$ cat src/verilog/ntt_ctrl_pkg.sv
package ntt_ctrl_pkg;

    // ------------------------------------------------------------------------
    // Memory addressing
    // ------------------------------------------------------------------------
    localparam int MEM_ADDR_WIDTH = 15;

    typedef logic [MEM_ADDR_WIDTH-1:0] mem_addr_t;

    // Round index 0..4, access index 0..64
    typedef logic [2:0] round_t;
    typedef logic [6:0] idx_t;
    typedef logic [6:0] twiddle_addr_t;

    // Forward NTT or point-wise operation
    typedef enum logic [1:0] {
        ct  = 2'd0,
        pwo = 2'd1
    } mode_t;

    // ------------------------------------------------------------------------
    // Round constants
    // ------------------------------------------------------------------------
    localparam idx_t      NUM_ACCESSES    = 7'd64;
    localparam round_t    NTT_NUM_ROUNDS  = 3'd4;
    localparam round_t    PWO_NUM_ROUNDS  = 3'd1;
    localparam mem_addr_t NTT_READ_STRIDE = 15'd16;

    // First twiddle of each forward round, entry 0 is round 0
    localparam logic [3:0][6:0] TWIDDLE_BASE = {7'd21, 7'd5, 7'd1, 7'd0};

    // ------------------------------------------------------------------------
    // Base addresses and request bundles
    // ------------------------------------------------------------------------
    typedef struct packed {
        mem_addr_t src_base;
        mem_addr_t interim_base;
        mem_addr_t dest_base;
    } ntt_mem_addr_t;

    typedef struct packed {
        mem_addr_t base_a;
        mem_addr_t base_b;
        mem_addr_t base_c;
    } pwo_mem_addr_t;

    typedef struct packed {
        logic      en;
        mem_addr_t addr;
    } mem_rd_req_t;

    typedef struct packed {
        logic      en;
        mem_addr_t addr;
    } mem_wr_req_t;

    typedef struct packed {
        logic      en;
        logic      en_c;
        mem_addr_t addr_a;
        mem_addr_t addr_b;
        mem_addr_t addr_c;
    } pwo_rd_req_t;

    typedef struct packed {
        logic      en;
        mem_addr_t addr_c;
    } pwo_wr_req_t;

    // FSM encodings
    typedef enum logic [1:0] {RD_IDLE, RD_STAGE, RD_EXEC, RD_DONE} rd_state_t;
    typedef enum logic [1:0] {WR_IDLE, WR_STAGE, WR_MEM, WR_DONE} wr_state_t;

endpackage

$ cat src/verilog/ntt_round_seq.sv
module ntt_round_seq (
    input  logic                 clk,
    input  logic                 reset_n,
    input  logic                 zeroize,
    input  ntt_ctrl_pkg::mode_t  ntt_mode,
    input  logic                 ntt_enable,
    input  logic                 round_done,
    output ntt_ctrl_pkg::round_t round,
    output logic                 round_start,
    output logic                 busy,
    output logic                 done
);
    import ntt_ctrl_pkg::*;

    // Mode captured when the operation is accepted
    mode_t  mode_q;
    round_t num_rounds;
    logic   last_round;

    always_comb begin
        // Four rounds for forward NTT, a single pass for point-wise
        num_rounds = (mode_q == ct) ? NTT_NUM_ROUNDS : PWO_NUM_ROUNDS;
        last_round = (round == num_rounds - round_t'(1));
    end

    // ------------------------------------------------------------------------
    // Start, round count, finish
    // ------------------------------------------------------------------------
    always_ff @(posedge clk or negedge reset_n) begin
        if (!reset_n) begin
            mode_q      <= ct;
            round       <= '0;
            round_start <= 1'b0;
            busy        <= 1'b0;
            done        <= 1'b0;
        end else if (zeroize) begin
            mode_q      <= ct;
            round       <= '0;
            round_start <= 1'b0;
            busy        <= 1'b0;
            done        <= 1'b0;
        end else begin
            // Both strobes are single-cycle
            round_start <= 1'b0;
            done        <= 1'b0;
            if (!busy && ntt_enable) begin
                // Enable is only looked at while idle
                mode_q      <= ntt_mode;
                round       <= '0;
                round_start <= 1'b1;
                busy        <= 1'b1;
            end else if (busy && round_done) begin
                // Round index ends at num_rounds once the op is finished
                round <= round + round_t'(1);
                if (last_round) begin
                    busy <= 1'b0;
                    done <= 1'b1;
                end else begin
                    round_start <= 1'b1;
                end
            end
        end
    end

    // done only ever closes an operation that was running
    a_done_after_busy: assert property (@(posedge clk) disable iff (!reset_n)
        done |-> $past(busy))
        else $error("done without busy in previous cycle");

    a_round_bound: assert property (@(posedge clk) disable iff (!reset_n)
        round <= num_rounds)
        else $error("round %0d beyond round count %0d", round, num_rounds);

endmodule

$ cat src/verilog/ntt_read_side.sv
module ntt_read_side (
    input  logic                        clk,
    input  logic                        reset_n,
    input  logic                        zeroize,
    input  ntt_ctrl_pkg::mode_t         ntt_mode,
    input  ntt_ctrl_pkg::round_t        round,
    input  logic                        round_start,
    input  logic                        sampler_valid,
    input  logic                        accumulate,
    input  ntt_ctrl_pkg::ntt_mem_addr_t ntt_base,
    input  ntt_ctrl_pkg::pwo_mem_addr_t pwo_base,
    output ntt_ctrl_pkg::mem_rd_req_t   mem_rd,
    output ntt_ctrl_pkg::pwo_rd_req_t   pwo_rd,
    output ntt_ctrl_pkg::twiddle_addr_t twiddle_addr,
    output logic                        bf_enable
);
    import ntt_ctrl_pkg::*;

    rd_state_t     rd_state;
    rd_state_t     rd_state_nxt;
    idx_t          rd_idx;
    mem_addr_t     rd_base;
    mem_addr_t     stride_offset;
    twiddle_addr_t tw_offset;
    logic          ntt_fire;
    logic          pwo_fire;
    logic          rd_fire;
    logic          last_rd;

    // ------------------------------------------------------------------------
    // Read qualifiers
    // ------------------------------------------------------------------------
    always_comb begin
        // Forward NTT reads back to back, point-wise waits on the sampler
        ntt_fire = (rd_state == RD_EXEC) && (ntt_mode == ct);
        pwo_fire = (rd_state == RD_EXEC) && (ntt_mode == pwo) && sampler_valid;
        rd_fire  = ntt_fire || pwo_fire;
        last_rd  = (rd_idx == NUM_ACCESSES - idx_t'(1));
    end

    always_comb begin
        rd_state_nxt = rd_state;
        case (rd_state)
            RD_IDLE, RD_DONE: begin
                if (round_start) begin
                    rd_state_nxt = RD_STAGE;
                end
            end
            RD_STAGE: begin
                rd_state_nxt = RD_EXEC;
            end
            RD_EXEC: begin
                // Leave after the 64th read of the round
                if (rd_fire && last_rd) begin
                    rd_state_nxt = RD_DONE;
                end
            end
            default: begin
                rd_state_nxt = RD_IDLE;
            end
        endcase
    end

    always_ff @(posedge clk or negedge reset_n) begin
        if (!reset_n) begin
            rd_state  <= RD_IDLE;
            rd_idx    <= '0;
            bf_enable <= 1'b0;
        end else if (zeroize) begin
            rd_state  <= RD_IDLE;
            rd_idx    <= '0;
            bf_enable <= 1'b0;
        end else begin
            rd_state <= rd_state_nxt;
            // Butterfly sees operands one cycle after the memory read
            bf_enable <= rd_fire;
            if (rd_state == RD_STAGE) begin
                rd_idx <= '0;
            end else if (rd_fire) begin
                rd_idx <= rd_idx + idx_t'(1);
            end
        end
    end

    // ------------------------------------------------------------------------
    // Addresses
    // ------------------------------------------------------------------------
    always_comb begin
        // Source first, then interim and dest alternate
        if (round == '0) begin
            rd_base = ntt_base.src_base;
        end else if (round[0]) begin
            rd_base = ntt_base.interim_base;
        end else begin
            rd_base = ntt_base.dest_base;
        end
        // Column walk: 0, 16, 32, 48, 1, 17 ...
        stride_offset = mem_addr_t'(rd_idx[1:0]) * NTT_READ_STRIDE
                      + mem_addr_t'(rd_idx[5:2]);
        // Twiddle index is i mod 4^r
        case (round)
            3'd1:    tw_offset = twiddle_addr_t'(rd_idx[1:0]);
            3'd2:    tw_offset = twiddle_addr_t'(rd_idx[3:0]);
            3'd3:    tw_offset = twiddle_addr_t'(rd_idx[5:0]);
            default: tw_offset = '0;
        endcase
        twiddle_addr = TWIDDLE_BASE[round[1:0]] + tw_offset;

        mem_rd.en     = ntt_fire;
        mem_rd.addr   = rd_base + stride_offset;
        // Accumulator read only when asked to accumulate
        pwo_rd.en     = pwo_fire;
        pwo_rd.en_c   = pwo_fire && accumulate;
        pwo_rd.addr_a = pwo_base.base_a + mem_addr_t'(rd_idx);
        pwo_rd.addr_b = pwo_base.base_b + mem_addr_t'(rd_idx);
        pwo_rd.addr_c = pwo_base.base_c + mem_addr_t'(rd_idx);
    end

    a_rd_mutex: assert property (@(posedge clk) disable iff (!reset_n)
        !(mem_rd.en && pwo_rd.en))
        else $error("forward and point-wise reads together");

    a_rd_idx_bound: assert property (@(posedge clk) disable iff (!reset_n)
        rd_fire |=> rd_idx <= NUM_ACCESSES)
        else $error("read index %0d past round end", rd_idx);

endmodule

$ cat src/verilog/ntt_write_side.sv
module ntt_write_side (
    input  logic                        clk,
    input  logic                        reset_n,
    input  logic                        zeroize,
    input  ntt_ctrl_pkg::mode_t         ntt_mode,
    input  ntt_ctrl_pkg::round_t        round,
    input  logic                        round_start,
    input  logic                        butterfly_ready,
    input  ntt_ctrl_pkg::ntt_mem_addr_t ntt_base,
    input  ntt_ctrl_pkg::pwo_mem_addr_t pwo_base,
    output ntt_ctrl_pkg::mem_wr_req_t   mem_wr,
    output ntt_ctrl_pkg::pwo_wr_req_t   pwo_wr,
    output logic                        round_done
);
    import ntt_ctrl_pkg::*;

    wr_state_t wr_state;
    wr_state_t wr_state_nxt;
    idx_t      wr_cnt;
    mem_addr_t wr_base;
    logic      wr_fire;
    logic      last_wr;

    always_comb begin
        // Even rounds land in interim, odd rounds in dest
        wr_base = round[0] ? ntt_base.dest_base : ntt_base.interim_base;
        wr_fire = (wr_state == WR_MEM) && butterfly_ready;
        last_wr = (wr_cnt == NUM_ACCESSES - idx_t'(1));
    end

    // ------------------------------------------------------------------------
    // Write FSM
    // ------------------------------------------------------------------------
    always_comb begin
        wr_state_nxt = wr_state;
        case (wr_state)
            WR_IDLE, WR_DONE: begin
                if (round_start) begin
                    wr_state_nxt = WR_STAGE;
                end
            end
            WR_STAGE: begin
                wr_state_nxt = WR_MEM;
            end
            WR_MEM: begin
                // Latency varies, only the write count ends the round
                if (wr_fire && last_wr) begin
                    wr_state_nxt = WR_DONE;
                end
            end
            default: begin
                wr_state_nxt = WR_IDLE;
            end
        endcase
    end

    always_ff @(posedge clk or negedge reset_n) begin
        if (!reset_n) begin
            wr_state   <= WR_IDLE;
            wr_cnt     <= '0;
            mem_wr     <= '0;
            pwo_wr     <= '0;
            round_done <= 1'b0;
        end else if (zeroize) begin
            wr_state   <= WR_IDLE;
            wr_cnt     <= '0;
            mem_wr     <= '0;
            pwo_wr     <= '0;
            round_done <= 1'b0;
        end else begin
            wr_state <= wr_state_nxt;
            if (wr_state == WR_STAGE) begin
                wr_cnt <= '0;
            end else if (wr_fire) begin
                wr_cnt <= wr_cnt + idx_t'(1);
            end
            // Request goes out one cycle after butterfly_ready
            mem_wr.en     <= wr_fire && (ntt_mode == ct);
            mem_wr.addr   <= wr_base + mem_addr_t'(wr_cnt);
            pwo_wr.en     <= wr_fire && (ntt_mode == pwo);
            pwo_wr.addr_c <= pwo_base.base_c + mem_addr_t'(wr_cnt);
            // Lines up with the 64th write
            round_done    <= wr_fire && last_wr;
        end
    end

    // A result arriving while idle would be dropped without a write
    a_no_wr_idle: assert property (@(posedge clk) disable iff (!reset_n)
        (wr_state == WR_IDLE) |-> !butterfly_ready)
        else $error("butterfly result while write FSM idle");

    // All 64 results already taken, butterfly must be drained
    a_no_extra_ready: assert property (@(posedge clk) disable iff (!reset_n || zeroize)
        (wr_state == WR_DONE) |-> !butterfly_ready)
        else $error("butterfly_ready after 64 writes of round %0d", round);

endmodule

$ cat src/verilog/ntt_ctrl_top.sv
module ntt_ctrl_top (
    input  logic                        clk,
    input  logic                        reset_n,
    input  logic                        zeroize,
    input  ntt_ctrl_pkg::mode_t         ntt_mode,
    input  logic                        ntt_enable,
    input  logic                        sampler_valid,
    input  logic                        accumulate,
    input  logic                        butterfly_ready,
    input  ntt_ctrl_pkg::ntt_mem_addr_t ntt_base,
    input  ntt_ctrl_pkg::pwo_mem_addr_t pwo_base,
    output ntt_ctrl_pkg::mem_rd_req_t   mem_rd,
    output ntt_ctrl_pkg::mem_wr_req_t   mem_wr,
    output ntt_ctrl_pkg::pwo_rd_req_t   pwo_rd,
    output ntt_ctrl_pkg::pwo_wr_req_t   pwo_wr,
    output ntt_ctrl_pkg::twiddle_addr_t twiddle_addr,
    output logic                        bf_enable,
    output logic                        busy,
    output logic                        done
);
    import ntt_ctrl_pkg::*;

    // Round control shared by both sides
    round_t round;
    logic   round_start;
    // Write side reports the 64th write back to the sequencer
    logic   round_done;

    ntt_round_seq u_round_seq (
        .clk         (clk),
        .reset_n     (reset_n),
        .zeroize     (zeroize),
        .ntt_mode    (ntt_mode),
        .ntt_enable  (ntt_enable),
        .round_done  (round_done),
        .round       (round),
        .round_start (round_start),
        .busy        (busy),
        .done        (done)
    );

    ntt_read_side u_read_side (
        .clk           (clk),
        .reset_n       (reset_n),
        .zeroize       (zeroize),
        .ntt_mode      (ntt_mode),
        .round         (round),
        .round_start   (round_start),
        .sampler_valid (sampler_valid),
        .accumulate    (accumulate),
        .ntt_base      (ntt_base),
        .pwo_base      (pwo_base),
        .mem_rd        (mem_rd),
        .pwo_rd        (pwo_rd),
        .twiddle_addr  (twiddle_addr),
        .bf_enable     (bf_enable)
    );

    ntt_write_side u_write_side (
        .clk             (clk),
        .reset_n         (reset_n),
        .zeroize         (zeroize),
        .ntt_mode        (ntt_mode),
        .round           (round),
        .round_start     (round_start),
        .butterfly_ready (butterfly_ready),
        .ntt_base        (ntt_base),
        .pwo_base        (pwo_base),
        .mem_wr          (mem_wr),
        .pwo_wr          (pwo_wr),
        .round_done      (round_done)
    );

endmodule

$ cat config.mk
export PLATFORM = sky130hd
export DESIGN_NAME = ntt_ctrl_top
export DESIGN_NICKNAME = d
export VERILOG_FILES = /design/src/verilog/ntt_ctrl_pkg.sv /design/src/verilog/ntt_round_seq.sv /design/src/verilog/ntt_read_side.sv /design/src/verilog/ntt_write_side.sv /design/src/verilog/ntt_ctrl_top.sv
export SDC_FILE = /design/constraint.sdc
export NUM_CORES = 1
export LEC_CHECK = 0
export BUFFER_PORTS_ARGS = -buffer_cell sky130_fd_sc_hd__buf_4
export CORE_AREA = 10 10 111 113
export DETAILED_ROUTE_END_ITERATION = 8
export DIE_AREA = 0 0 121 123
export PLACE_DENSITY = 0.86
export SLEW_MARGIN = 20
export SYNTH_ARGS = -nofsm -noshare
export SYNTH_HDL_FRONTEND = slang
export SYNTH_SLANG_ARGS = --single-unit
$ cat constraint.sdc
create_clock -name clk -period 6.51 [get_ports clk]
set_input_delay 0.651 -clock clk [delete_from_list [all_inputs] [get_ports clk]]
set_output_delay 0.651 -clock clk [all_outputs]
set_load 0.02 [all_outputs]
==> flow_summary.toml <==
[cells_and_area]
diodes = 0
fillCellCount = 808
syn_to_final_growth_pct = 33.2
drive_gt1_frac = 0.294
fin_nets = 973
multi_input_area_um2 = 3720
post-route-util = 0.714
design_area_um2 = 7240
final-instance-count-excl-fill = 952
register_area_um2 = 1500

[synth]
postSynthCellCount = 613
postSynthAreaPerCell_um2 = 8.86
synth_fp_nets = 775
synth_cell_types = 55
yosysSeqAreaShare = 0.276
yosys_warnings = 0
yosysTopAreaCell = "dfrtp_1"
syn-cell-area_um2 = 5430
synth_top_area_frac = 0.276
async_flop_share = 1.00
synth-edff-count = 0
synth_area_leaders = "dfrtp_1, ha_1, xnor2_1"
ys_dominant_reg_cell = "dfrtp_1"
synth-seq-cells = 60

[critical_path]
rrSetupSlack_ns = 3.50
critPathRequiredTime_ns = 5.86
r2r-end = "u_write_side.mem_wr[14]"
r2r-start = "u_round_seq.round[0]"
crit_type = "reg -> out"
worstPathArrival_ns = 4.26
crit_path_start_kind = "flop"
r2r_cells = 10
worstPathMaxFanout = 27
endpoint_kind = "output port"

[floorplanning]
die_x_um = 121
io_pins = 204
initial_core_util = 0.536
dieArea_um2 = 14900
coreArea_um2 = 10100
num_rows = 37
die_y_um = 123

[timing]
tns_ns = 0
setup_slack_ns = 1.60
rsz0062_at_grt = "no"
period_share = 0.754
maxSlewViolCount = 0
final.setup_skew_ns = 0.0155
relSlewSlack = 0.355
min_period_ns = 4.91
worst_slew_pin_slew_ns = 0.963
finalSetupViolCount = 0
hold_violations = 0
max_freq_ghz = 0.204

[clocking]
clock_sinks = 60
cts_buffers = 9
ctsHoldBuffers = 0
postCtsSetupRepairBufs = 0
clk_pin_slew_ns = 0.07
clock_path_buffers = 2
htree_levels = 3
ctsResizeCount = 0
clkLatencyLatePin_ns = 0.34
cts_tree = "yes"
cts_root_buffer = "clkbuf_8"

[grt]
grt_use_total = 0.229
grt_pass1_vias = 5584
grt_start_max_net_pins = 61
grt_remaining_overflow = 0
grt_pass1_wl_um = 27800
antenna_found_initial = 0

[status]
outcome = "completed"

[place]
place_hpwl_um = 14200
pre_cts_ws_ns = 1.99
place.gp.congestion = 0.941
dp_cells = 936
place_area_um2 = 7040
io_buffers = 203

[drt]
drtIter0Drc = 216
final_antenna_net_count = 0
vias = 5263
dr.pass1.iters = 5
viasPerCell = 5.53
wl_per_cell_um = 18.3
remaining_drc_errors = 0
drt_wl_total_um = 17500

[job]
timing.max_cap.violations = 0

[power_and_ir_drop]
powerDensity_nw_per_um2 = 159
peakVddDrop_uv = 94.2
leakage_nw = 3.59

[min_path]
hp-class = "in -> async"
-- critical path: stages, from the launching register on --
cell and delay [ns]:
dfrtp_1 0.47, inv_1 0.16, ha_1 0.15, nor2b_2 0.77, o21ai_0 0.23, ha_1 0.27, fa_1 0.41, a21o_1 0.22
a221oi_1 0.44, nor3_2 0.12, or3b_4 0.28, nor3_2 0.04, xnor2_1 0.17, buf_4 0.17
-- cell families (layout without fill, tap and decap cells) --
kind of cell / after synthesis / in the layout / share of synthesized area
flops: 60 / 60 / 0.276
xor+xnor: 87 / 87 / 0.140
simple gates: 200 / 200 / 0.178
fa+ha+maj: 63 / 63 / 0.153
compound gates: 116 / 116 / 0.137
mux: 39 / 39 / 0.0758
buf+inv: 48 / 251 / 0.0387
-- final cells by class --
cell class / count / area share
Multi-Input combinational cell: 505 / 0.514
Timing Repair Buffer: 204 / 0.212
Clock buffer: 12 / 0.0201
Tap cell: 136 / 0.0235
Clock inverter: 4 / 0.00674
Inverter: 31 / 0.0161
Sequential cell: 60 / 0.208
-- routing by layer --
metal / wire [um] / part of all wire / vias up / GRT usage
li1: - / - / 2536 / -
met1: 6260 / 0.36 / 2522 / 0.232
met2: 9120 / 0.52 / 183 / 0.421
met3: 1780 / 0.10 / 22 / 0.0962
met4: 300 / 0.017 / 0 / 0.0641
met5: 0 / 0 / - / 0
-- power breakdown --
part	leakage (nW)	internal, mW	total, mW	switching, mW
Clock	0.100	0.187	0.336	0.149
Combinational	2.69	0.177	0.396	0.219
Sequential	0.798	0.400	0.420	0.0207
Total	3.59	0.764	1.15	0.388
-- cell usage in the layout (no fill, tap or decap), types with 6 or more instances in the layout --
cell type and count:
o21a_1 11, nand2b_1 6, inv_1 31, and2_1 7
mux2i_1 24, a21oi_1 36, fa_1 6, mux2_2 14
ha_1 57, nand2_1 31, o21ai_0 23, nand3_1 21
clkbuf_8 10, and3_1 6, dfrtp_1 60, nor2b_1 14
o21bai_1 6, a211oi_1 6, nor2_1 77, xor2_1 30
xnor2_1 57, nor3_1 11, buf_4 204, nand4_1 8
a21o_1 12
-- registers in the layout (all words and copies together) (netlist names) --
name,count
u_write_side.mem_wr,16
u_write_side.pwo_wr,16
u_read_side.rd_idx,7
u_write_side.wr_cnt,7
u_round_seq.round,3
u_read_side.rd_state,2
u_round_seq.mode_q,2
u_write_side.wr_state,2
u_read_side.bf_enable,1
u_round_seq.busy,1
u_round_seq.done,1
u_round_seq.round_start,1
u_write_side.round_done,1
-- cell usage after synthesis, types with 2 or more instances --
cell,instances
a2111oi_0,3
a211o_1,3
a211oi_1,6
a21boi_0,2
a21o_1,12
a21oi_1,36
and2_1,7
and3_1,6
and4_1,2
buf_1,4
buf_2,3
buf_4,5
clkbuf_1,4
dfrtp_1,60
fa_1,6
ha_1,57
inv_1,31
mux2_2,14
mux2i_1,24
nand2_1,31
nand2b_1,6
nand3_1,21
nand4_1,8
nor2_1,77
nor2b_1,14
nor3_1,11
nor3_2,3
nor3b_1,2
nor4_1,3
o211a_1,2
o21a_1,11
o21ai_0,23
o21bai_1,6
or2_2,2
or3_1,3
xnor2_1,57
xor2_1,30
-- metrics by stage --
step	total power, mW	hold slack [ns]
global route	1.21	0.446
CTS	1.16	0.412
floorplan	0.643	0.355
finish	1.15	0.375
global placement	0.801	0.536
detailed placement	0.821	0.571
-- worst max path at each step --
| stage | to | startpoint |
|---|---|---|
| after detailed placement | mem_rd[14] | u_round_seq.round[1] |
| final | mem_rd[14] | u_round_seq.round[1] |
| after global placement | mem_rd[14] | u_round_seq.round[1] |
| after global routing | mem_rd[12] | u_round_seq.round[1] |
| after CTS | mem_rd[14] | u_round_seq.round[1] |
| after floorplan | mem_rd[14] | u_round_seq.round[0] |
No activity file was read; power rests on OpenSTA's default activity.
